### config.mk
export PLATFORM = sky130hd
export DESIGN_NAME = mopshub_core_top
export DESIGN_NICKNAME = d
export VERILOG_FILES = /design/src/common/mopshub_pkg.sv /design/src/elink/elink_deserializer.sv /design/src/elink/elink_serializer.sv /design/src/verilog/frame_fifo.sv /design/src/verilog/downlink_router.sv /design/src/verilog/uplink_arbiter.sv /design/src/verilog/mopshub_core_top.sv
export SDC_FILE = /design/constraint.sdc
export NUM_CORES = 1
export LEC_CHECK = 0
export ABC_AREA = 1
export BUFFER_PORTS_ARGS = -buffer_cell sky130_fd_sc_hd__buf_2
export CELL_PAD_IN_SITES_DETAIL_PLACEMENT = 2
export CELL_PAD_IN_SITES_GLOBAL_PLACEMENT = 2
export CORE_ASPECT_RATIO = 1.4
export CORE_MARGIN = 8
export CORE_UTILIZATION = 30
export CTS_CLUSTER_DIAMETER = 30
export CTS_CLUSTER_SIZE = 40
export DETAILED_ROUTE_END_ITERATION = 7
export GPL_TIMING_DRIVEN = 0
export PLACE_DENSITY = 0.66
export SLEW_MARGIN = 20
export SYNTH_ARGS = -nofsm -noshare
export SYNTH_HDL_FRONTEND = slang
export SYNTH_SLANG_ARGS = --single-unit
### constraint.sdc
create_clock -name clk_40_m -period 6.06 [get_ports clk_40_m]
set_clock_uncertainty 0.05 [all_clocks]
set_input_delay 1.212 -clock clk_40_m [delete_from_list [all_inputs] [get_ports clk_40_m]]
set_output_delay 1.212 -clock clk_40_m [all_outputs]
set_load 0.1 [all_outputs]
### src/common/mopshub_pkg.sv
package mopshub_pkg;

  // Hub geometry
  localparam int N_BUSES   = 8;
  localparam int BUS_SEL_W = $clog2(N_BUSES);
  localparam int BUS_ID_W  = 5;
  // First bus number with no bus behind it
  localparam logic [BUS_ID_W-1:0] BUS_ID_LIMIT = BUS_ID_W'(N_BUSES);

  // E-link framing, two bits per transfer
  localparam int DIBITS_PER_FRAME = 38;
  localparam int DIBIT_CNT_W      = $clog2(DIBITS_PER_FRAME);
  localparam logic [DIBIT_CNT_W-1:0] LAST_DIBIT = DIBIT_CNT_W'(DIBITS_PER_FRAME - 1);

  // One bit per bus
  typedef logic [N_BUSES-1:0] bus_mask_t;

  // CAN payload as seen by a bus controller
  typedef struct packed {
    logic [10:0] can_id;
    logic [3:0]  dlc;
    logic [55:0] data;
  } can_frame_t;

  // Frame as carried over the e-link
  typedef struct packed {
    logic [BUS_ID_W-1:0] bus_id;
    can_frame_t          can;
  } elink_frame_t;

  localparam int ELINK_FRAME_W = $bits(elink_frame_t);

endpackage

### src/elink/elink_deserializer.sv
`timescale 1ns/100ps

module elink_deserializer (
  input  logic                      clk_40_m,
  input  logic                      rst,
  input  logic                      sof,
  input  logic [1:0]                data,
  output mopshub_pkg::elink_frame_t frame,
  output logic                      frame_strobe
);

  logic [mopshub_pkg::DIBIT_CNT_W-1:0] cnt;
  logic                                active;

  // Dibit counter, restarted by every start pulse
  always_ff @(posedge clk_40_m)
  begin
    if (!rst)
    begin
      active       <= 1'b0;
      cnt          <= '0;
      frame_strobe <= 1'b0;
    end
    else
    begin
      frame_strobe <= 1'b0;
      if (sof)
      begin
        active <= 1'b1;
        cnt    <= 1;
      end
      else if (active)
      begin
        if (cnt == mopshub_pkg::LAST_DIBIT)
        begin
          active       <= 1'b0;
          cnt          <= '0;
          frame_strobe <= 1'b1;
        end
        else
          cnt <= cnt + 1'b1;
      end
    end
  end

  // MSB first, so new dibits enter at the bottom
  always_ff @(posedge clk_40_m)
  begin
    if (sof || active)
      frame <= {frame[mopshub_pkg::ELINK_FRAME_W-3:0], data};
  end

  // A full frame takes 38 cycles, strobes can never touch
  assert property (@(posedge clk_40_m) disable iff (!rst)
    frame_strobe |=> !frame_strobe);

endmodule

### src/elink/elink_serializer.sv
`timescale 1ns/100ps

module elink_serializer (
  input  logic                      clk_40_m,
  input  logic                      rst,
  input  mopshub_pkg::elink_frame_t head,
  input  logic                      empty,
  output logic                      pop,
  output logic                      sof,
  output logic [1:0]                data
);

  logic [mopshub_pkg::ELINK_FRAME_W-1:0] shift_reg;
  logic [mopshub_pkg::DIBIT_CNT_W-1:0]   cnt;
  logic                                  active;
  logic                                  last_dibit;

  assign last_dibit = (cnt == mopshub_pkg::LAST_DIBIT);

  // Take the next frame when idle or while the last dibit goes out
  assign pop = !empty && (!active || last_dibit);

  always_ff @(posedge clk_40_m)
  begin
    if (!rst)
    begin
      active <= 1'b0;
      cnt    <= '0;
      sof    <= 1'b0;
      data   <= '0;
    end
    else if (pop)
    begin
      active <= 1'b1;
      cnt    <= '0;
      sof    <= 1'b1;
      data   <= head[mopshub_pkg::ELINK_FRAME_W-1 -: 2];
    end
    else if (active && !last_dibit)
    begin
      cnt  <= cnt + 1'b1;
      sof  <= 1'b0;
      data <= shift_reg[mopshub_pkg::ELINK_FRAME_W-1 -: 2];
    end
    else
    begin
      // Line goes quiet
      active <= 1'b0;
      cnt    <= '0;
      sof    <= 1'b0;
      data   <= '0;
    end
  end

  // Holds the dibits not yet on the line, top aligned
  always_ff @(posedge clk_40_m)
  begin
    if (pop)
      shift_reg <= {head[mopshub_pkg::ELINK_FRAME_W-3:0], 2'b00};
    else if (active)
      shift_reg <= {shift_reg[mopshub_pkg::ELINK_FRAME_W-3:0], 2'b00};
  end

  assert property (@(posedge clk_40_m) disable iff (!rst)
    sof |-> (cnt == '0) && active);

endmodule

### src/verilog/frame_fifo.sv
`timescale 1ns/100ps

module frame_fifo #(
  parameter int DEPTH = 4
) (
  input  logic                      clk_40_m,
  input  logic                      rst,
  input  mopshub_pkg::elink_frame_t wr_frame,
  input  logic                      wr_strobe,
  input  logic                      rd_pop,
  output mopshub_pkg::elink_frame_t rd_frame,
  output logic                      empty,
  output logic                      full,
  output logic                      overflow
);

  mopshub_pkg::elink_frame_t mem [DEPTH];
  logic [$clog2(DEPTH)-1:0]  wr_ptr;
  logic [$clog2(DEPTH)-1:0]  rd_ptr;
  logic [$clog2(DEPTH):0]    count;
  logic                      do_write;
  logic                      do_read;

  assign empty    = (count == '0);
  // DEPTH is a power of two, so the top bit alone means full
  assign full     = count[$clog2(DEPTH)];
  assign do_write = wr_strobe && !full;
  assign do_read  = rd_pop && !empty;
  assign rd_frame = mem[rd_ptr];

  always_ff @(posedge clk_40_m)
  begin
    if (!rst)
    begin
      wr_ptr   <= '0;
      rd_ptr   <= '0;
      count    <= '0;
      overflow <= 1'b0;
    end
    else
    begin
      overflow <= wr_strobe && full;
      if (do_write)
        wr_ptr <= wr_ptr + 1'b1;
      if (do_read)
        rd_ptr <= rd_ptr + 1'b1;
      if (do_write && !do_read)
        count <= count + 1'b1;
      else if (do_read && !do_write)
        count <= count - 1'b1;
    end
  end

  always_ff @(posedge clk_40_m)
  begin
    if (do_write)
      mem[wr_ptr] <= wr_frame;
  end

  // Readers must look at empty before popping
  assert property (@(posedge clk_40_m) disable iff (!rst) rd_pop |-> !empty);
  assert property (@(posedge clk_40_m) disable iff (!rst) count <= DEPTH);

endmodule

### src/verilog/downlink_router.sv
`timescale 1ns/100ps

module downlink_router (
  input  logic                      clk_40_m,
  input  logic                      rst,
  input  mopshub_pkg::elink_frame_t head,
  input  logic                      empty,
  input  mopshub_pkg::bus_mask_t    busy,
  output logic                      pop,
  output mopshub_pkg::can_frame_t   can_frame,
  output mopshub_pkg::bus_mask_t    can_strobe,
  output logic                      err_bus_id
);

  logic [mopshub_pkg::BUS_SEL_W-1:0] bus_sel;
  logic                              bus_ok;
  logic                              target_busy;

  assign bus_sel     = head.bus_id[mopshub_pkg::BUS_SEL_W-1:0];
  assign bus_ok      = (head.bus_id < mopshub_pkg::BUS_ID_LIMIT);
  assign target_busy = busy[bus_sel];

  // Bad bus numbers leave at once, good ones wait for their bus
  assign pop = !empty && (!bus_ok || !target_busy);

  always_ff @(posedge clk_40_m)
  begin
    if (!rst)
    begin
      can_strobe <= '0;
      err_bus_id <= 1'b0;
    end
    else
    begin
      can_strobe <= '0;
      err_bus_id <= 1'b0;
      if (pop)
      begin
        if (bus_ok)
          can_strobe <= mopshub_pkg::bus_mask_t'(1) << bus_sel;
        else
          err_bus_id <= 1'b1;
      end
    end
  end

  // Payload shared by all buses, qualified by the strobe
  always_ff @(posedge clk_40_m)
  begin
    if (pop && bus_ok)
      can_frame <= head.can;
  end

  assert property (@(posedge clk_40_m) disable iff (!rst) $onehot0(can_strobe));

endmodule

### src/verilog/uplink_arbiter.sv
`timescale 1ns/100ps

module uplink_arbiter (
  input  logic                      clk_40_m,
  input  logic                      rst,
  input  mopshub_pkg::can_frame_t   rx_frame [mopshub_pkg::N_BUSES],
  input  mopshub_pkg::bus_mask_t    rx_strobe,
  input  logic                      full,
  output mopshub_pkg::elink_frame_t push_frame,
  output logic                      push_strobe,
  output logic                      overflow
);

  mopshub_pkg::can_frame_t           rsp_buf [mopshub_pkg::N_BUSES];
  mopshub_pkg::bus_mask_t            pending;
  mopshub_pkg::bus_mask_t            accept;
  mopshub_pkg::bus_mask_t            grant_mask;
  logic [mopshub_pkg::BUS_SEL_W-1:0] rr_ptr;
  logic [mopshub_pkg::BUS_SEL_W-1:0] grant_sel;
  logic                              grant_valid;

  // Only empty slots take a new response
  assign accept = rx_strobe & ~pending;

  // Search from the pointer upward, nearest pending bus wins
  always_comb
  begin
    logic [mopshub_pkg::BUS_SEL_W-1:0] idx;
    grant_valid = 1'b0;
    grant_sel   = rr_ptr;
    for (int k = mopshub_pkg::N_BUSES - 1; k >= 0; k--)
    begin
      idx = rr_ptr + k[mopshub_pkg::BUS_SEL_W-1:0];
      if (pending[idx])
      begin
        grant_valid = 1'b1;
        grant_sel   = idx;
      end
    end
  end

  assign push_strobe = grant_valid && !full;
  assign grant_mask  = push_strobe ? mopshub_pkg::bus_mask_t'(1) << grant_sel : '0;

  // Tag the response with the bus it came from
  always_comb
  begin
    push_frame        = '0;
    push_frame.can    = rsp_buf[grant_sel];
    push_frame.bus_id[mopshub_pkg::BUS_SEL_W-1:0] = grant_sel;
  end

  always_ff @(posedge clk_40_m)
  begin
    if (!rst)
    begin
      pending  <= '0;
      rr_ptr   <= '0;
      overflow <= 1'b0;
    end
    else
    begin
      pending  <= (pending & ~grant_mask) | accept;
      overflow <= |(rx_strobe & pending);
      if (push_strobe)
        rr_ptr <= grant_sel + 1'b1;
    end
  end

  always_ff @(posedge clk_40_m)
  begin
    for (int i = 0; i < mopshub_pkg::N_BUSES; i++)
    begin
      if (accept[i])
        rsp_buf[i] <= rx_frame[i];
    end
  end

endmodule

### src/verilog/mopshub_core_top.sv
`timescale 1ns/100ps

module mopshub_core_top (
  input  logic                      clk_40_m,
  input  logic                      rst,
  input  logic                      elink_rx_sof,
  input  logic [1:0]                elink_rx_data,
  input  mopshub_pkg::bus_mask_t    can_tx_busy,
  input  mopshub_pkg::can_frame_t   can_rx_frame [mopshub_pkg::N_BUSES],
  input  mopshub_pkg::bus_mask_t    can_rx_strobe,
  output mopshub_pkg::can_frame_t   can_tx_frame,
  output mopshub_pkg::bus_mask_t    can_tx_strobe,
  output logic                      err_bus_id,
  output logic                      dl_overflow,
  output logic                      elink_tx_sof,
  output logic [1:0]                elink_tx_data,
  output logic                      can_rx_overflow
);

  // Downlink
  mopshub_pkg::elink_frame_t dl_frame;
  mopshub_pkg::elink_frame_t dl_head;
  logic                      dl_strobe;
  logic                      dl_empty;
  logic                      dl_pop;

  // Uplink
  mopshub_pkg::elink_frame_t ul_frame;
  mopshub_pkg::elink_frame_t ul_head;
  logic                      ul_push;
  logic                      ul_full;
  logic                      ul_empty;
  logic                      ul_pop;

  elink_deserializer deser_i (
    .clk_40_m     (clk_40_m),
    .rst          (rst),
    .sof          (elink_rx_sof),
    .data         (elink_rx_data),
    .frame        (dl_frame),
    .frame_strobe (dl_strobe)
  );

  frame_fifo #(.DEPTH(4)) dl_fifo_i (
    .clk_40_m  (clk_40_m),
    .rst       (rst),
    .wr_frame  (dl_frame),
    .wr_strobe (dl_strobe),
    .rd_pop    (dl_pop),
    .rd_frame  (dl_head),
    .empty     (dl_empty),
    .full      (),
    .overflow  (dl_overflow)
  );

  downlink_router router_i (
    .clk_40_m   (clk_40_m),
    .rst        (rst),
    .head       (dl_head),
    .empty      (dl_empty),
    .busy       (can_tx_busy),
    .pop        (dl_pop),
    .can_frame  (can_tx_frame),
    .can_strobe (can_tx_strobe),
    .err_bus_id (err_bus_id)
  );

  uplink_arbiter arbiter_i (
    .clk_40_m    (clk_40_m),
    .rst         (rst),
    .rx_frame    (can_rx_frame),
    .rx_strobe   (can_rx_strobe),
    .full        (ul_full),
    .push_frame  (ul_frame),
    .push_strobe (ul_push),
    .overflow    (can_rx_overflow)
  );

  // Arbiter never pushes into a full queue, its overflow stays open
  frame_fifo #(.DEPTH(4)) ul_fifo_i (
    .clk_40_m  (clk_40_m),
    .rst       (rst),
    .wr_frame  (ul_frame),
    .wr_strobe (ul_push),
    .rd_pop    (ul_pop),
    .rd_frame  (ul_head),
    .empty     (ul_empty),
    .full      (ul_full),
    .overflow  ()
  );

  elink_serializer ser_i (
    .clk_40_m (clk_40_m),
    .rst      (rst),
    .head     (ul_head),
    .empty    (ul_empty),
    .pop      (ul_pop),
    .sof      (elink_tx_sof),
    .data     (elink_tx_data)
  );

endmodule

## Yosys cells after proc, flatten, opt, wreduce, memory -nomap -nowiden

Memories as Yosys holds them, arrays and structs flattened. A register that Yosys moved wholly into a read port is not among the register bits.
Cells that the tools add are included.

- Memories: 3
- Output and inout port bits: 85
- Input port bits: 589
- Logic and storage cells: 192
- Flip-flop bits (word level): 275
- Bits in writable memories: 1168

- Reduce and logical (&&, ||, !) cells: 41
- Mux-type cells: 78
- Shifts and indexed selects: 2
- Magnitude comparators: 10
- Equal/unequal tests: 3
- $add $sub $neg: 18
- Bitwise gates (word level): 9

Memories:

| memory | depth | bits a word | read ports | clocked after memory_dff | write ports | line | text |
|---|---|---|---|---|---|---|---|
| arbiter_i.rsp_buf | 8 | 71 | 1 | 0 | 8 | uplink_arbiter.sv:14 | `mopshub_pkg::can_frame_t rsp_buf [mopshub_pkg::N_BUSES];` |
| dl_fifo_i.mem | 4 | 76 | 1 | 1 | 1 | frame_fifo.sv:17 | `mopshub_pkg::elink_frame_t mem [DEPTH];` |
| ul_fifo_i.mem | 4 | 74 | 1 | 1 | 1 | frame_fifo.sv:17 |  |

Operators by type and width:

| cell | count |
|---|---|
| 76-bit 2-to-1 mux | 2 |
| 1-bit 2-to-1 mux | 47 |
| 3-bit by 4-bit less-than comparator with 1-bit output (second input constant) | 9 |
| 3-bit 2-to-1 mux | 12 |
| 1-bit binary-select mux with 3-bit select | 9 |
| 8-bit bitwise AND | 3 |
| 8-bit NOT | 2 |
| 1-bit by 3-bit left shift with 8-bit output (first input constant) | 2 |
| 1-bit logical AND | 14 |
| 3-bit by 1-bit adder with 3-bit output (second input constant) | 4 |
| 3-bit adder (second input constant) | 4 |
| 6-bit by 1-bit adder with 6-bit output (second input constant) | 2 |
| 6-bit == test (second input constant) | 2 |
| 1-bit zero test | 12 |
| 2-bit 2-to-1 mux | 6 |
| 2-bit by 1-bit adder with 2-bit output (second input constant) | 4 |
| 8-bit 2-to-1 mux | 1 |
| 8-bit bitwise OR | 1 |
| 2-bit nonzero test | 4 |
| 8-bit OR reduction | 1 |
| 3-bit by 2-bit adder with 3-bit output (second input constant) | 2 |
| 3-bit zero test | 2 |
| 6-bit 2-to-1 mux | 1 |
| 3-bit OR reduction | 2 |
| other kinds (8) | 13 |

## Depth between registers and ports, before layout

Gate-level depths: netlist of the first run.

- Depth in word-level cells: 17
- Mapped depth: 26

## Cells and area by module

From an unflattened synthesis of the first run, not the netlist that was laid out.

- Cell total of the unflattened synthesis: 4662
- Area, all modules: 57820.5 um^2

Modules (own cells, without submodules):

| module | cells each | area each (um^2) | instances |
|---|---|---|---|
| uplink_arbiter | 2427 | 25135.4 | 1 |
| frame_fifo | 802 | 11890.2 | 2 |
| elink_serializer | 372 | 3704.8 | 1 |
| elink_deserializer | 131 | 2682.6 | 1 |
| downlink_router | 128 | 2517.4 | 1 |

## Worst setup path before layout of the first run

Ideal clock, no wire load.

- Kind: reg2reg
- Start point: register arbiter_i.rr_ptr[1] in the netlist's numbering
- End point: memory ul_fifo_i.mem[0][0] in the netlist's numbering, enable pin
- Required time: 5.503 ns
- Stages on the path, launching flop included: 16
- Clock period less this slack: 5.500 ns
- Path slack: 0.560 ns
- Arrival time: 4.943 ns
- Cell sequence: dfxtp_1 > buf_4 > inv_4 > ha_1 > buf_2 > inv_2 > nand3_1 > nand3_1 > nand2_1 > inv_1 > nand2_1 > nor3_1 > nand4_1 > nand2_1 > clkbuf_1 > nor2_1

- Longest elaborated chain between the ends: 15
- Elaborated cells between the ends (all ways): 35

Ends and longest elaborated chain:

| item | line | text |
|---|---|---|
| start: declaration | uplink_arbiter.sv:18 | `logic [mopshub_pkg::BUS_SEL_W-1:0] rr_ptr;` |
| start signal: assignment | uplink_arbiter.sv:66 | `rr_ptr <= grant_sel + 1'b1;` |
| 3-bit adder | uplink_arbiter.sv:33 | `idx = rr_ptr + k[mopshub_pkg::BUS_SEL_W-1:0];` |
| 1-bit binary-select mux with 3-bit select | uplink_arbiter.sv:34 | `if (pending[idx])` |
| 1-bit 2-to-1 mux (not written as such) | uplink_arbiter.sv:34 |  |
| 1-bit 2-to-1 mux (7 in a row) | uplink_arbiter.sv:34 |  |
| 1-bit 2-to-1 mux * | uplink_arbiter.sv:34 |  |
| 1-bit logical AND * | uplink_arbiter.sv:42 | `assign push_strobe = grant_valid && !full;` |
| 1-bit logical AND * | frame_fifo.sv:27 | `assign do_write = wr_strobe && !full;` |
| 1-bit 2-to-1 mux * | frame_fifo.sv:56 | `if (do_write)` |
| 1-bit 2-to-1 mux (not written as such) * | frame_fifo.sv:57 | `mem[wr_ptr] <= wr_frame;` |
| end: declaration | frame_fifo.sv:17 |  |

Mark *: on every way between the ends. The rest lies on a longest branch, timed or not. The select of a mux whose other input is x is not followed.

==> results of run 1 <==
-- cell usage after synthesis (3+ instances only) --
cell	count	area, um2
a21oi_1	38	190.2
buf_1	11	41.29
buf_2	95	475.5
buf_4	19	142.6
buf_6	13	146.4
clkbuf_1	111	416.7
dfxtp_1	58	1161
edfxtp_1	1389	41710
ha_1	22	275.3
inv_1	69	259.0
inv_2	9	33.78
mux2_2	72	810.8
nand2_1	443	1663
nand2_2	4	25.02
nand3_1	756	3784
nor2_1	350	1314
nor3_1	19	95.09
nor3b_1	3	22.52
o21ai_0	311	1556
o22ai_1	144	900.9
o31ai_1	3	22.52
or2_2	6	37.54
xnor2_1	3	26.28
xor2_1	6	52.55
-- routing by layer --
metal / GRT usage [%] / part of all wire (%) / vias up
li1: - / - / 17030
met1: 23.91 / 37 / 19820
met2: 39.28 / 52 / 1446
met3: 6.088 / 7.4 / 455
met4: 7.282 / 3.4 / 68
met5: 0 / 0.20 / -
-- layout make-up --
cell class	count	share of cell area, %
multi-input cells	2200	15.08
repair buffers	741	6.681
inverters	80	0.4137
clock inverters	205	2.875
plain buffers	251	1.685
diodes	36	0.1221
flip-flops and latches	1447	58.09
well taps	2444	4.143
clock buffers	344	10.91
-- tightest hold or removal path: cells and delay by family, from the launching register on --
| kind | cells | cell delay [ps] |
|---|---|---|
| and+or+nand+nor | 1 | 50 |
| buffers and inverters | 1 | 70 |
| DFF | 1 | 290 |
-- stage by stage --
step / hold slack [ps] / cells / worst slack, ps
after detailed placement: 399.2 / 7163 / 1391
after CTS: 337.5 / 7712 / 1391
final: 403.2 / 7748 / 1480
after global placement: 394.0 / 7095 / -3361
after floorplan: 365.6 / 3978 / 559.7
after global routing: 364.2 / 7720 / 1313
-- logic make-up (layout without fill, tap and decap cells) --
group	count (synthesis)	count (layout)	synth area share [%]
XOR/XNOR	10	10	0.1717
AO/OA/AOI/OAI	505	505	4.967
buffers and inverters	331	1621	2.789
AND/OR/NAND/NOR	1589	1589	12.65
multiplexers	72	72	1.464
adder cells (fa/ha/maj)	24	24	0.5692
other	0	36	0
flip-flops	1447	1447	77.39
-- worst paths after layout --
check                                                      start                              to  cells past startpoint
worst max-delay path            arbiter_i.rr_ptr[1]$_SDFFE_PN0N_  ul_fifo_i.mem[0][38]$_DFFE_PP_                     20
worst min-delay path             deser_i.frame_strobe$_SDFF_PP0_   dl_fifo_i.overflow$_SDFF_PN0_                      2
worst max register to register  arbiter_i.rr_ptr[1]$_SDFFE_PN0N_  ul_fifo_i.mem[0][38]$_DFFE_PP_                     20
worst min register to register   deser_i.frame_strobe$_SDFF_PP0_   dl_fifo_i.overflow$_SDFF_PN0_                      2
==> impl_metrics.prom, run 1 <==
# TYPE chip_impl_metric gauge
chip_impl_metric{name="ys_types",unit=""} 43
chip_impl_metric{name="dp_hpwl",unit="um"} 158100
chip_impl_metric{name="final_layout_size_suffix_gt1_share",unit="%"} 28.25
chip_impl_metric{name="largest_register_ffs",unit=""} 568
chip_impl_metric{name="synthesis.nets",unit=""} 4591
chip_impl_metric{name="final_net_count",unit=""} 5646
chip_impl_metric{name="placed_area",unit="um2"} 63530
chip_impl_metric{name="chipHeight",unit="um"} 524.5
chip_impl_metric{name="max_freq",unit="MHz"} 218.3
chip_impl_metric{name="clock_sinks",unit=""} 1447
chip_impl_metric{name="yosys_register_bits",unit=""} 1447
chip_impl_metric{name="path_max_fanout",unit=""} 10
chip_impl_metric{name="ctsResizeCount",unit=""} 0
chip_impl_metric{name="grt-ovfl-total",unit=""} 0
chip_impl_info{name="run_status",value="completed"} 1
chip_impl_metric{name="hold_viol_final",unit=""} 0
chip_impl_metric{name="synthesis.instances",unit=""} 3978
chip_impl_metric{name="detail_route.drc_violations",unit=""} 0
chip_impl_metric{name="grt_start_max_net_pins",unit=""} 56
chip_impl_info{name="crit_chain",value="buf_4 -> inv_4 -> ha_1 -> buf_2 -> inv_2 -> nand3_1 -> nand3_1 -> nand2_1 -> inv_1 -> nand2_1 -> nand2_1 -> nand2_1 -> nand3_1 -> nand2_1 -> nand2_2 -> a21oi_4 -> clkbuf_1 -> nand3_1 -> nand3_1 -> nand2_1"} 1
chip_impl_metric{name="chipWidth",unit="um"} 379.2
chip_impl_metric{name="multi_input_comb_area",unit="um2"} 11130
chip_impl_metric{name="finalWirelength",unit="um"} 220800
chip_impl_metric{name="final-setup-viol-count",unit=""} 0
chip_impl_metric{name="vias",unit=""} 38820
chip_impl_metric{name="first_pass_grt_wire_length",unit="um"} 314600
chip_impl_metric{name="slew_violations",unit=""} 0
chip_impl_info{name="layout_commonest_cell",value="edfxtp_1"} 1
chip_impl_metric{name="track_usage",unit="%"} 21.56
chip_impl_info{name="reg_top3",value="arbiter_i.rsp_buf x568, dl_fifo_i.mem x304, ul_fifo_i.mem x296"} 1
chip_impl_metric{name="syn_to_final_growth",unit="%"} 33.22
chip_impl_metric{name="viasPerCell",unit=""} 5.011
chip_impl_info{name="register_containing_the_most_flip_flops_in_the_final_layout",value="arbiter_i.rsp_buf"} 1
chip_impl_metric{name="drt_iter0_markers",unit=""} 2316
chip_impl_metric{name="fin_crit_sh",unit="%"} 75.58
chip_impl_metric{name="relSlewSlack",unit="%"} 30.97
chip_impl_metric{name="syn_avg_cell_area",unit="um2"} 13.93
chip_impl_info{name="layout.cells.most_common_list",value="edfxtp_1 (1,389), buf_2 (768), nand3_1 (756)"} 1
chip_impl_metric{name="post_cts_setup_driven_buffer_insertion_count",unit=""} 0
chip_impl_metric{name="cts_hold_buffers",unit=""} 0
chip_impl_info{name="sort_of_element_at_the_end_of_the_critical_path",value="register"} 1
chip_impl_metric{name="mappedNetlistArea",unit="um2"} 55400
chip_impl_info{name="critical_path.startpoint_type",value="register"} 1
chip_impl_metric{name="post_synth_edffs",unit=""} 1389
chip_impl_metric{name="globalplace.congestion",unit=""} 0.8090
chip_impl_metric{name="num_io_pins",unit=""} 674
chip_impl_metric{name="h-tree-depth",unit=""} 5
chip_impl_metric{name="io_buffers",unit=""} 673
chip_impl_metric{name="final-seq-area",unit="um2"} 42870
chip_impl_metric{name="final_util",unit="%"} 40.24
chip_impl_metric{name="totalNegativeSetupSlack",unit="ps"} 0
chip_impl_metric{name="r2r_setup_slack",unit="ps"} 1480
chip_impl_metric{name="ys_warn_count",unit=""} 0
chip_impl_info{name="grt_setup_unrepaired",value="false"} 1
chip_impl_metric{name="tritoncts.num_buffers",unit=""} 312
chip_impl_metric{name="design.die.area",unit="um2"} 198900
chip_impl_metric{name="drt-wirelength-per-cell",unit="um"} 28.49
chip_impl_metric{name="std_cell_rows",unit=""} 186
chip_impl_metric{name="crit_path_max_incr_delay",unit="ps"} 740
chip_impl_metric{name="fin_area",unit="um2"} 73800
chip_impl_metric{name="grt_antenna_before_repair",unit=""} 86
chip_impl_info{name="ctsRootBufferMaster",value="clkbuf_16"} 1
chip_impl_metric{name="clk_pin_slew",unit="ps"} 50
chip_impl_info{name="path_delay_family",value="simple AND/OR/NAND/NOR gates"} 1
chip_impl_metric{name="drt-pass1-iter-count",unit=""} 7
chip_impl_metric{name="initial_utilization",unit="%"} 30.21
chip_impl_metric{name="final.min_clock_period",unit="ps"} 4580
chip_impl_metric{name="sequential_area_share_after_synthesis",unit="%"} 77.39
chip_impl_info{name="hold_path.class",value="reg -> reg"} 1
chip_impl_info{name="cpMostUsedCell",value="nand2_1"} 1
chip_impl_metric{name="max-clock-path-buffers",unit=""} 4
chip_impl_metric{name="core_region",unit="um2"} 183400
chip_impl_metric{name="first_global_vias",unit=""} 44710
chip_impl_metric{name="critPathArrivalTime",unit="ps"} 5060
chip_impl_metric{name="clkLatencyLatePin",unit="ps"} 920
chip_impl_info{name="worst-setup-path-type",value="reg -> reg"} 1
chip_impl_metric{name="filler_cell_count",unit=""} 18460
chip_impl_metric{name="drtAntennaViolNets",unit=""} 0
chip_impl_info{name="clock_tree_from_tritoncts",value="done"} 1
chip_impl_metric{name="async_flop_share",unit="%"} 0
chip_impl_info{name="synth_top_flop_cell",value="edfxtp_1"} 1
chip_impl_info{name="cpMaxStageDelayCell",value="a21oi_4"} 1
chip_impl_metric{name="worst_path_bufs_invs",unit=""} 6
chip_impl_metric{name="crit_required",unit="ps"} 6540
chip_impl_metric{name="worst_pin_slew",unit="ps"} 1035
chip_impl_metric{name="maxCapViolCount",unit=""} 0
Power of run 1 is not shown: default switching activity piles up to over one toggle a cycle in this logic, so the estimate is an artifact.
==> run 2: changes to the inputs <==
ABC_AREA = 0   (was 1)
PLACE_DENSITY = 0.63   (was 0.66)
clock period = 3.9 ns   (was 6.06 ns; I/O delays follow)
==> impl_metrics.prom, run 2 <==
# TYPE chip_impl_metric gauge
chip_impl_metric{name="track_usage",unit="%"} 21.23
chip_impl_metric{name="drt-wirelength-per-cell",unit="um"} 33.84
chip_impl_info{name="register_containing_the_most_flip_flops_in_the_final_layout",value="arbiter_i.rsp_buf"} 1
chip_impl_metric{name="maxCapViolCount",unit=""} 0
chip_impl_metric{name="clock_sinks",unit=""} 1447
chip_impl_info{name="critical_path.startpoint_type",value="register"} 1
chip_impl_metric{name="syn_to_final_growth",unit="%"} 46.03
chip_impl_metric{name="ys_warn_count",unit=""} 0
chip_impl_info{name="whs_endpoint",value="arbiter_i.rsp_buf[1][51]$_DFFE_PP_"} 1
chip_impl_metric{name="tritoncts.num_buffers",unit=""} 292
chip_impl_info{name="layout_commonest_cell",value="edfxtp_1"} 1
chip_impl_metric{name="yosys.area_share.xor_xnor",unit="%"} 0.3952
chip_impl_metric{name="max_freq",unit="MHz"} 222.6
chip_impl_metric{name="core_region",unit="um2"} 182900
chip_impl_metric{name="io_buffers",unit=""} 673
chip_impl_metric{name="seq_power_share",unit="%"} 26.2
chip_impl_metric{name="post_synth_edffs",unit=""} 1389
chip_impl_metric{name="final.min_clock_period",unit="ps"} 4493
chip_impl_info{name="sort_of_element_at_the_end_of_the_critical_path",value="register"} 1
chip_impl_metric{name="p_int",unit="mW"} 59.35
chip_impl_info{name="rr_startpoint",value="arbiter_i.rr_ptr[0]$_SDFFE_PN0N_"} 1
chip_impl_info{name="launch_point_of_the_worst_path",value="arbiter_i.rr_ptr[0]$_SDFFE_PN0N_"} 1
chip_impl_metric{name="first_pass_grt_wire_length",unit="um"} 301500
chip_impl_metric{name="largest_register_ffs",unit=""} 568
chip_impl_metric{name="yosysTopAreaCellShare",unit="%"} 75.72
chip_impl_metric{name="slew_violations",unit=""} 0
chip_impl_metric{name="path_max_fanout",unit=""} 8
chip_impl_metric{name="dp_hpwl",unit="um"} 122000
chip_impl_metric{name="comb_power_share",unit="%"} 47.4
chip_impl_info{name="synth_top_flop_cell",value="edfxtp_1"} 1
chip_impl_metric{name="sequential_area_share_after_synthesis",unit="%"} 77.83
chip_impl_metric{name="mappedNetlistArea",unit="um2"} 55090
chip_impl_metric{name="grt-ovfl-total",unit=""} 0
chip_impl_metric{name="num_io_pins",unit=""} 674
chip_impl_info{name="hold_path.class",value="in -> reg"} 1
chip_impl_info{name="min-delay-start",value="can_rx_frame[477]"} 1
chip_impl_metric{name="totalPowerFinal",unit="mW"} 95.68
chip_impl_metric{name="globalplace.congestion",unit=""} 0.7849
chip_impl_info{name="reg_top3",value="arbiter_i.rsp_buf x568, dl_fifo_i.mem x304, ul_fifo_i.mem x296"} 1
chip_impl_info{name="synth.area.top_cells",value="edfxtp_1 (76%), mux2i_1 (7.9%), mux4_2 (6.5%)"} 1
chip_impl_metric{name="finalWirelength",unit="um"} 233200
chip_impl_metric{name="yosys.area_share.adder",unit="%"} 0.5724
chip_impl_metric{name="clk_pin_slew",unit="ps"} 60
chip_impl_info{name="grt_setup_unrepaired",value="true"} 1
chip_impl_metric{name="chipWidth",unit="um"} 378.2
chip_impl_info{name="clock_tree_from_tritoncts",value="done"} 1
chip_impl_metric{name="grt_start_max_net_pins",unit=""} 42
chip_impl_metric{name="fin_crit_sh",unit="%"} 115.2
chip_impl_metric{name="filler_cell_count",unit=""} 16910
chip_impl_metric{name="switching_share_of_power",unit="%"} 37.97
chip_impl_metric{name="synthesis.instances",unit=""} 2562
chip_impl_metric{name="crit_required",unit="ps"} 4460
chip_impl_metric{name="syn_avg_cell_area",unit="um2"} 21.50
chip_impl_metric{name="final-setup-viol-count",unit=""} 315
chip_impl_metric{name="max-clock-path-buffers",unit=""} 4
chip_impl_metric{name="placedCellCount",unit=""} 5735
chip_impl_info{name="ctsRootBufferMaster",value="clkbuf_16"} 1
chip_impl_info{name="yosysTopAreaCell",value="edfxtp_1"} 1
chip_impl_info{name="worstReg2RegEnd",value="ul_fifo_i.mem[2][13]$_DFFE_PP_"} 1
chip_impl_metric{name="relSlewSlack",unit="%"} 21.16
chip_impl_metric{name="hold_depth",unit=""} 1
chip_impl_metric{name="initial_utilization",unit="%"} 30.11
chip_impl_metric{name="ys_types",unit=""} 59
chip_impl_metric{name="setup_slack",unit="ps"} -593.3
chip_impl_metric{name="power.density_cell_area",unit="nW/um2"} 1189
chip_impl_metric{name="drtAntennaViolNets",unit=""} 0
chip_impl_metric{name="post_synth_and_or_nand_nor_area_fraction",unit="%"} 1.145
chip_impl_metric{name="final_cells",unit=""} 6893
chip_impl_metric{name="std_cell_rows",unit=""} 186
chip_impl_metric{name="synth_compound_gate_area_share",unit="%"} 0.8177
chip_impl_metric{name="viasPerCell",unit=""} 4.972
chip_impl_metric{name="p_leak",unit="nW"} 29.78
chip_impl_metric{name="synthesis.nets",unit=""} 3175
chip_impl_metric{name="grt_antenna_before_repair",unit=""} 49
chip_impl_metric{name="detail_route.drc_violations",unit=""} 0
chip_impl_metric{name="vdd_drop_max",unit="uV"} 948.1
chip_impl_metric{name="chipHeight",unit="um"} 523.0
chip_impl_info{name="violations",value="setup timing"} 1
chip_impl_metric{name="r2r_setup_slack",unit="ps"} -590
chip_impl_metric{name="power.switching",unit="mW"} 36.33
chip_impl_info{name="worst-setup-path-type",value="reg -> reg"} 1
chip_impl_metric{name="p_clk_share",unit="%"} 26.5
chip_impl_metric{name="muxShareOfSynthArea",unit="%"} 17.46
chip_impl_info{name="run_status",value="finished, violations left"} 1
chip_impl_metric{name="h-tree-depth",unit=""} 5
chip_impl_metric{name="async_flop_share",unit="%"} 0
chip_impl_metric{name="critPathArrivalTime",unit="ps"} 5060
chip_impl_info{name="yosys.cell_count.top_type",value="edfxtp_1"} 1
chip_impl_metric{name="clkLatencyLatePin",unit="ps"} 920
chip_impl_info{name="main_combinational_cell_family_by_area_after_synthesis",value="multiplexers"} 1
chip_impl_metric{name="final_layout_size_suffix_gt1_share",unit="%"} 40.57
chip_impl_metric{name="first_global_vias",unit=""} 38850
chip_impl_metric{name="drt-pass1-iter-count",unit=""} 5
chip_impl_metric{name="final_util",unit="%"} 43.98
chip_impl_metric{name="final_net_count",unit=""} 4798
chip_impl_metric{name="yosys_register_bits",unit=""} 1447
chip_impl_info{name="synth.cells.most_frequent",value="edfxtp_1 (1,389), mux2i_1 (435), mux4_2 (158)"} 1
chip_impl_metric{name="worst-r2r-cell-count",unit=""} 17
chip_impl_metric{name="worst_pin_slew",unit="ps"} 1183
chip_impl_metric{name="hold_viol_final",unit=""} 0
chip_impl_metric{name="drt_iter0_markers",unit=""} 2720
chip_impl_info{name="layout.cells.most_common_list",value="edfxtp_1 (1,389), buf_2 (681), dlygate4sd3_1 (524)"} 1
chip_impl_metric{name="design.die.area",unit="um2"} 197800
chip_impl_metric{name="vias",unit=""} 34270
==> run 2: area by class of cell <==
cell class	count	area (um2)	area share (%)
Clock inverter	179	1882	2.339
Multi-Input combinational cell	987	12640	15.72
Buffer	102	997.2	1.240
Timing Repair Buffer	1333	11150	13.87
Sequential cell	1447	42870	53.30
Inverter	22	105.1	0.1307
Antenna cell	49	122.6	0.1524
Clock buffer	330	7607	9.457
Tap cell	2444	3058	3.801
==> run 2: what timing repair did <==
item                       CTS  global route
hold buffers               524             0
setup endpoints to repair  540           341
gates resized for setup    250           121
cloned                      19             3
buffers inserted            51            13
hold endpoints to repair   524             0
pin swaps                    7             4
==> run 2: layer usage <==
layer  vias up  global-route usage [%]  share of wire (%)
met5         -                       0              0.051
met4        20                   8.608                5.2
met3       570                   4.902                6.9
met2      1867                   38.28                 51
met1     17970                   24.16                 37
li1      13840                       -                  -
==> run 2: logic make-up after synthesis <==
family                   Yosys count
flip-flops                      1447
multiplexers                     744
buffers and inverters            129
AND/OR/NAND/NOR                  126
AO/OA/AOI/OAI                     68
XOR/XNOR                          24
adder cells (fa/ha/maj)           24
==> run 2: stage by stage <==
step | instance area, um2 | hold WS (ps) | TNS (ps) | setup WS (ps)
floorplan | 55120 | 379.5 | 0 | 20.26
global placement | 61550 | 394.1 | -2115570 | -2122
detailed placement | 62930 | 411.1 | -347630 | -1234
CTS | 79700 | 0.2969 | -111380 | -488.6
global route | 80420 | -1.670 | -168830 | -657.1
finish | 80440 | 22.64 | -133000 | -593.3
==> run 2: how the worst max path moves through the flow <==
stage,endpoint,slack [ps]
floorplan,arbiter_i.rr_ptr[2]$_SDFFE_PN0N_,20
global placement,arbiter_i.rsp_buf[4][64]$_DFFE_PP_,-2120
detailed placement,ul_fifo_i.mem[3][65]$_DFFE_PP_,-1230
CTS,ul_fifo_i.mem[0][37]$_DFFE_PP_,-490
global route,ul_fifo_i.mem[3][2]$_DFFE_PP_,-660
finish,ul_fifo_i.mem[2][13]$_DFFE_PP_,-590
==> run 2: critical path, cell delays in order (launching register included) <==
cell	delay [ps]
dfxtp_2	340
buf_6	110
clkinvlp_4	100
ha_4	290
buf_8	120
mux2_4	290
mux4_2	530
nor3b_2	240
o21ai_1	80
a31o_1	230
a31oi_4	310
buf_12	210
buf_12	130
buf_16	180
buf_12	160
mux2i_1	330
mux2i_1	210
mux2_4	350
==> run 2: power by group through the flow <==
| stage | combinational (mW) | sequential, mW | clock, mW |
|---|---|---|---|
| after CTS | 41.3 | 24.6 | 24.7 |
| after detailed placement | 31.8 | 24.8 | 0 |
| final | 45.3 | 25.0 | 25.3 |
| after global placement | 30.3 | 24.8 | 0 |
| after floorplan | 19.0 | 25.8 | 0 |
| after global routing | 46.1 | 25.2 | 26.1 |
(Power assumes the default switching activity.)
==> run 3: changes to the inputs <==
CELL_PAD_IN_SITES_DETAIL_PLACEMENT = 1   (was 2)
CELL_PAD_IN_SITES_GLOBAL_PLACEMENT = 1   (was 2)
PLACE_DENSITY = 0.58   (was 0.63)
==> impl_metrics.prom, run 3 (same netlist as run 2, synthesis figures left out) <==
# TYPE chip_impl_metric gauge
chip_impl_info{name="run_status",value="finished, violations left"} 1
chip_impl_info{name="violations",value="setup timing"} 1
chip_impl_metric{name="r2r_setup_slack",unit="ps"} -570
chip_impl_metric{name="final_cells",unit=""} 6877
chip_impl_metric{name="core_region",unit="um2"} 182900
chip_impl_metric{name="drt-pass1-iter-count",unit=""} 5
chip_impl_metric{name="max_freq",unit="MHz"} 224.0
chip_impl_metric{name="clk_pin_slew",unit="ps"} 50
chip_impl_metric{name="final-setup-viol-count",unit=""} 298
chip_impl_info{name="reg_top3",value="arbiter_i.rsp_buf x568, dl_fifo_i.mem x304, ul_fifo_i.mem x296"} 1
chip_impl_metric{name="std_cell_rows",unit=""} 186
chip_impl_info{name="min-delay-start",value="can_rx_frame[484]"} 1
chip_impl_metric{name="vdd_drop_max",unit="uV"} 891.7
chip_impl_info{name="layout.cells.most_common_list",value="edfxtp_1 (1,389), buf_2 (683), dlygate4sd3_1 (542)"} 1
chip_impl_metric{name="track_usage",unit="%"} 16.87
chip_impl_info{name="ctsRootBufferMaster",value="clkbuf_16"} 1
chip_impl_metric{name="drt_iter0_markers",unit=""} 1804
chip_impl_metric{name="final.min_clock_period",unit="ps"} 4465
chip_impl_metric{name="detail_route.drc_violations",unit=""} 0
chip_impl_metric{name="worst_pin_slew",unit="ps"} 1071
chip_impl_metric{name="largest_register_ffs",unit=""} 568
chip_impl_metric{name="power.density_cell_area",unit="nW/um2"} 1104
chip_impl_metric{name="p_leak",unit="nW"} 29.65
chip_impl_info{name="whs_endpoint",value="arbiter_i.rsp_buf[1][58]$_DFFE_PP_"} 1
chip_impl_metric{name="hold_depth",unit=""} 1
chip_impl_metric{name="fin_crit_sh",unit="%"} 114.5
chip_impl_metric{name="maxCapViolCount",unit=""} 0
chip_impl_metric{name="finalWirelength",unit="um"} 173700
chip_impl_metric{name="worst-r2r-cell-count",unit=""} 17
chip_impl_metric{name="grt_start_max_net_pins",unit=""} 42
chip_impl_metric{name="hold_viol_final",unit=""} 0
chip_impl_metric{name="relSlewSlack",unit="%"} 28.62
chip_impl_metric{name="grt-ovfl-total",unit=""} 0
chip_impl_metric{name="dp_hpwl",unit="um"} 109300
chip_impl_metric{name="chipWidth",unit="um"} 378.2
chip_impl_info{name="worst-setup-path-type",value="reg -> reg"} 1
chip_impl_metric{name="io_buffers",unit=""} 673
chip_impl_info{name="layout_commonest_cell",value="edfxtp_1"} 1
chip_impl_metric{name="slew_violations",unit=""} 0
chip_impl_metric{name="path_max_fanout",unit=""} 7
chip_impl_metric{name="critPathArrivalTime",unit="ps"} 5000
chip_impl_metric{name="globalplace.congestion",unit=""} 0.7402
chip_impl_metric{name="syn_to_final_growth",unit="%"} 45.30
chip_impl_metric{name="clock_sinks",unit=""} 1447
chip_impl_metric{name="chipHeight",unit="um"} 523.0
chip_impl_metric{name="setup_slack",unit="ps"} -565.0
chip_impl_metric{name="grt_antenna_before_repair",unit=""} 40
chip_impl_metric{name="viasPerCell",unit=""} 4.550
chip_impl_info{name="register_containing_the_most_flip_flops_in_the_final_layout",value="arbiter_i.rsp_buf"} 1
chip_impl_metric{name="detailedPlace.worstSlack",unit="ps"} -1529
chip_impl_metric{name="max-clock-path-buffers",unit=""} 4
chip_impl_info{name="clock_tree_from_tritoncts",value="done"} 1
chip_impl_metric{name="drtAntennaViolNets",unit=""} 0
chip_impl_metric{name="drt-wirelength-per-cell",unit="um"} 25.26
chip_impl_info{name="hold_path.class",value="in -> reg"} 1
chip_impl_info{name="grt_setup_unrepaired",value="true"} 1
chip_impl_metric{name="design.die.area",unit="um2"} 197800
chip_impl_info{name="sort_of_element_at_the_end_of_the_critical_path",value="register"} 1
chip_impl_metric{name="first_pass_grt_wire_length",unit="um"} 245400
chip_impl_metric{name="tritoncts.num_buffers",unit=""} 291
chip_impl_info{name="critical_path.startpoint_type",value="register"} 1
chip_impl_info{name="worstReg2RegEnd",value="ul_fifo_i.mem[0][46]$_DFFE_PP_"} 1
chip_impl_metric{name="final_layout_size_suffix_gt1_share",unit="%"} 40.09
chip_impl_metric{name="final_net_count",unit=""} 4807
chip_impl_metric{name="clkLatencyLatePin",unit="ps"} 920
chip_impl_metric{name="first_global_vias",unit=""} 35930
chip_impl_metric{name="placedCellCount",unit=""} 5726
chip_impl_info{name="rr_startpoint",value="arbiter_i.rr_ptr[0]$_SDFFE_PN0N_"} 1
chip_impl_metric{name="vias",unit=""} 31290
chip_impl_metric{name="crit_required",unit="ps"} 4440
chip_impl_metric{name="initial_utilization",unit="%"} 30.11
chip_impl_metric{name="h-tree-depth",unit=""} 5
chip_impl_metric{name="num_io_pins",unit=""} 674
==> run 3: cell count changes in the layout (fill, tap and decap cells not counted), moves of 11 or more <==
cell           delta
diode_2          -21
mux2i_1          +21
dlygate4sd3_1    +18
buf_16           -17
mux2i_2          -16
buf_6            +13
buf_12           -12
clkinvlp_4       +11
==> run 3: what timing repair did <==
action / in CTS / in global routing
gates cloned: 1 / 13
pin swaps: 8 / 11
resized for setup: 167 / 180
setup buffers: 28 / 46
hold buffers: 542 / 0
endpoints found under the setup margin: 626 / 516
endpoints found under the hold margin: 542 / 0
==> run 3: layout make-up <==
type | instances | area, um2
timing repair buffer | 1343 | 10980
antenna | 28 | 70.07
sequential | 1447 | 42870
clock inverter | 178 | 1858
clock buffer | 326 | 7466
buffer | 103 | 1050
tap | 2444 | 3058
fill | 17580 | 102900
multi-input combinational | 986 | 12570
inverter | 22 | 116.4
==> run 3: worst max-delay path, stage by stage, from the launching register on <==
cell and delay [ps]:
dfxtp_2 330, buf_6 100, clkinvlp_4 110, ha_4 290
buf_8 120, mux2_4 300, mux4_2 510, nor3b_2 240
o21ai_1 80, a31o_1 250, a31oi_4 270, buf_12 200
buf_12 150, clkbuf_16 200, buf_16 170, mux2i_1 260
mux2i_1 190, mux2_2 340
==> run 3: how the worst max path moves through the flow <==
stage,from,endpoint,slack (ps),cells after the start
CTS,arbiter_i.rr_ptr[0]$_SDFFE_PN0N_,ul_fifo_i.mem[0][51]$_DFFE_PP_,-540,16
finish,arbiter_i.rr_ptr[0]$_SDFFE_PN0N_,ul_fifo_i.mem[0][46]$_DFFE_PP_,-570,17
global placement,can_rx_strobe[3],arbiter_i.rsp_buf[3][38]$_DFFE_PP_,-1890,2
global route,arbiter_i.rr_ptr[0]$_SDFFE_PN0N_,ul_fifo_i.mem[3][46]$_DFFE_PP_,-640,17
detailed placement,arbiter_i.rr_ptr[1]$_SDFFE_PN0N_,ul_fifo_i.mem[0][57]$_DFFE_PP_,-1530,16
floorplan,arbiter_i.rr_ptr[1]$_SDFFE_PN0N_,arbiter_i.rr_ptr[2]$_SDFFE_PN0N_,20,18
==> run 3: stage by stage <==
step	instance area, um2	hold WS (ps)	util (%)	setup TNS, ps	total power [mW]
after floorplan	55120	379.5	-	0	44.76
after detailed placement	62720	406.5	34.29	-351950	55.95
final	80040	60.78	43.76	-122870	88.38
after global routing	80020	23.63	43.74	-154840	91.76
after CTS	78500	0.8131	42.92	-131060	84.01
after global placement	61550	397.3	33.65	-2036200	55.01
==> run 3: where the power goes <==
part,internal (mW),switching (mW),total (mW)
sequential,23.5,1.00,24.5
clock,15.6,8.20,23.8
combinational,18.7,21.4,40.2
total,57.7,30.6,88.4
==> run 3: metal layers <==
layer / global-route usage [%] / share of wire, % / up-vias
met5: 0 / 0.047 / -
met4: 6.325 / 3.5 / 14
met3: 4.245 / 5.8 / 321
met2: 29.84 / 52 / 1094
met1: 19.68 / 39 / 16050
li1: - / - / 13810
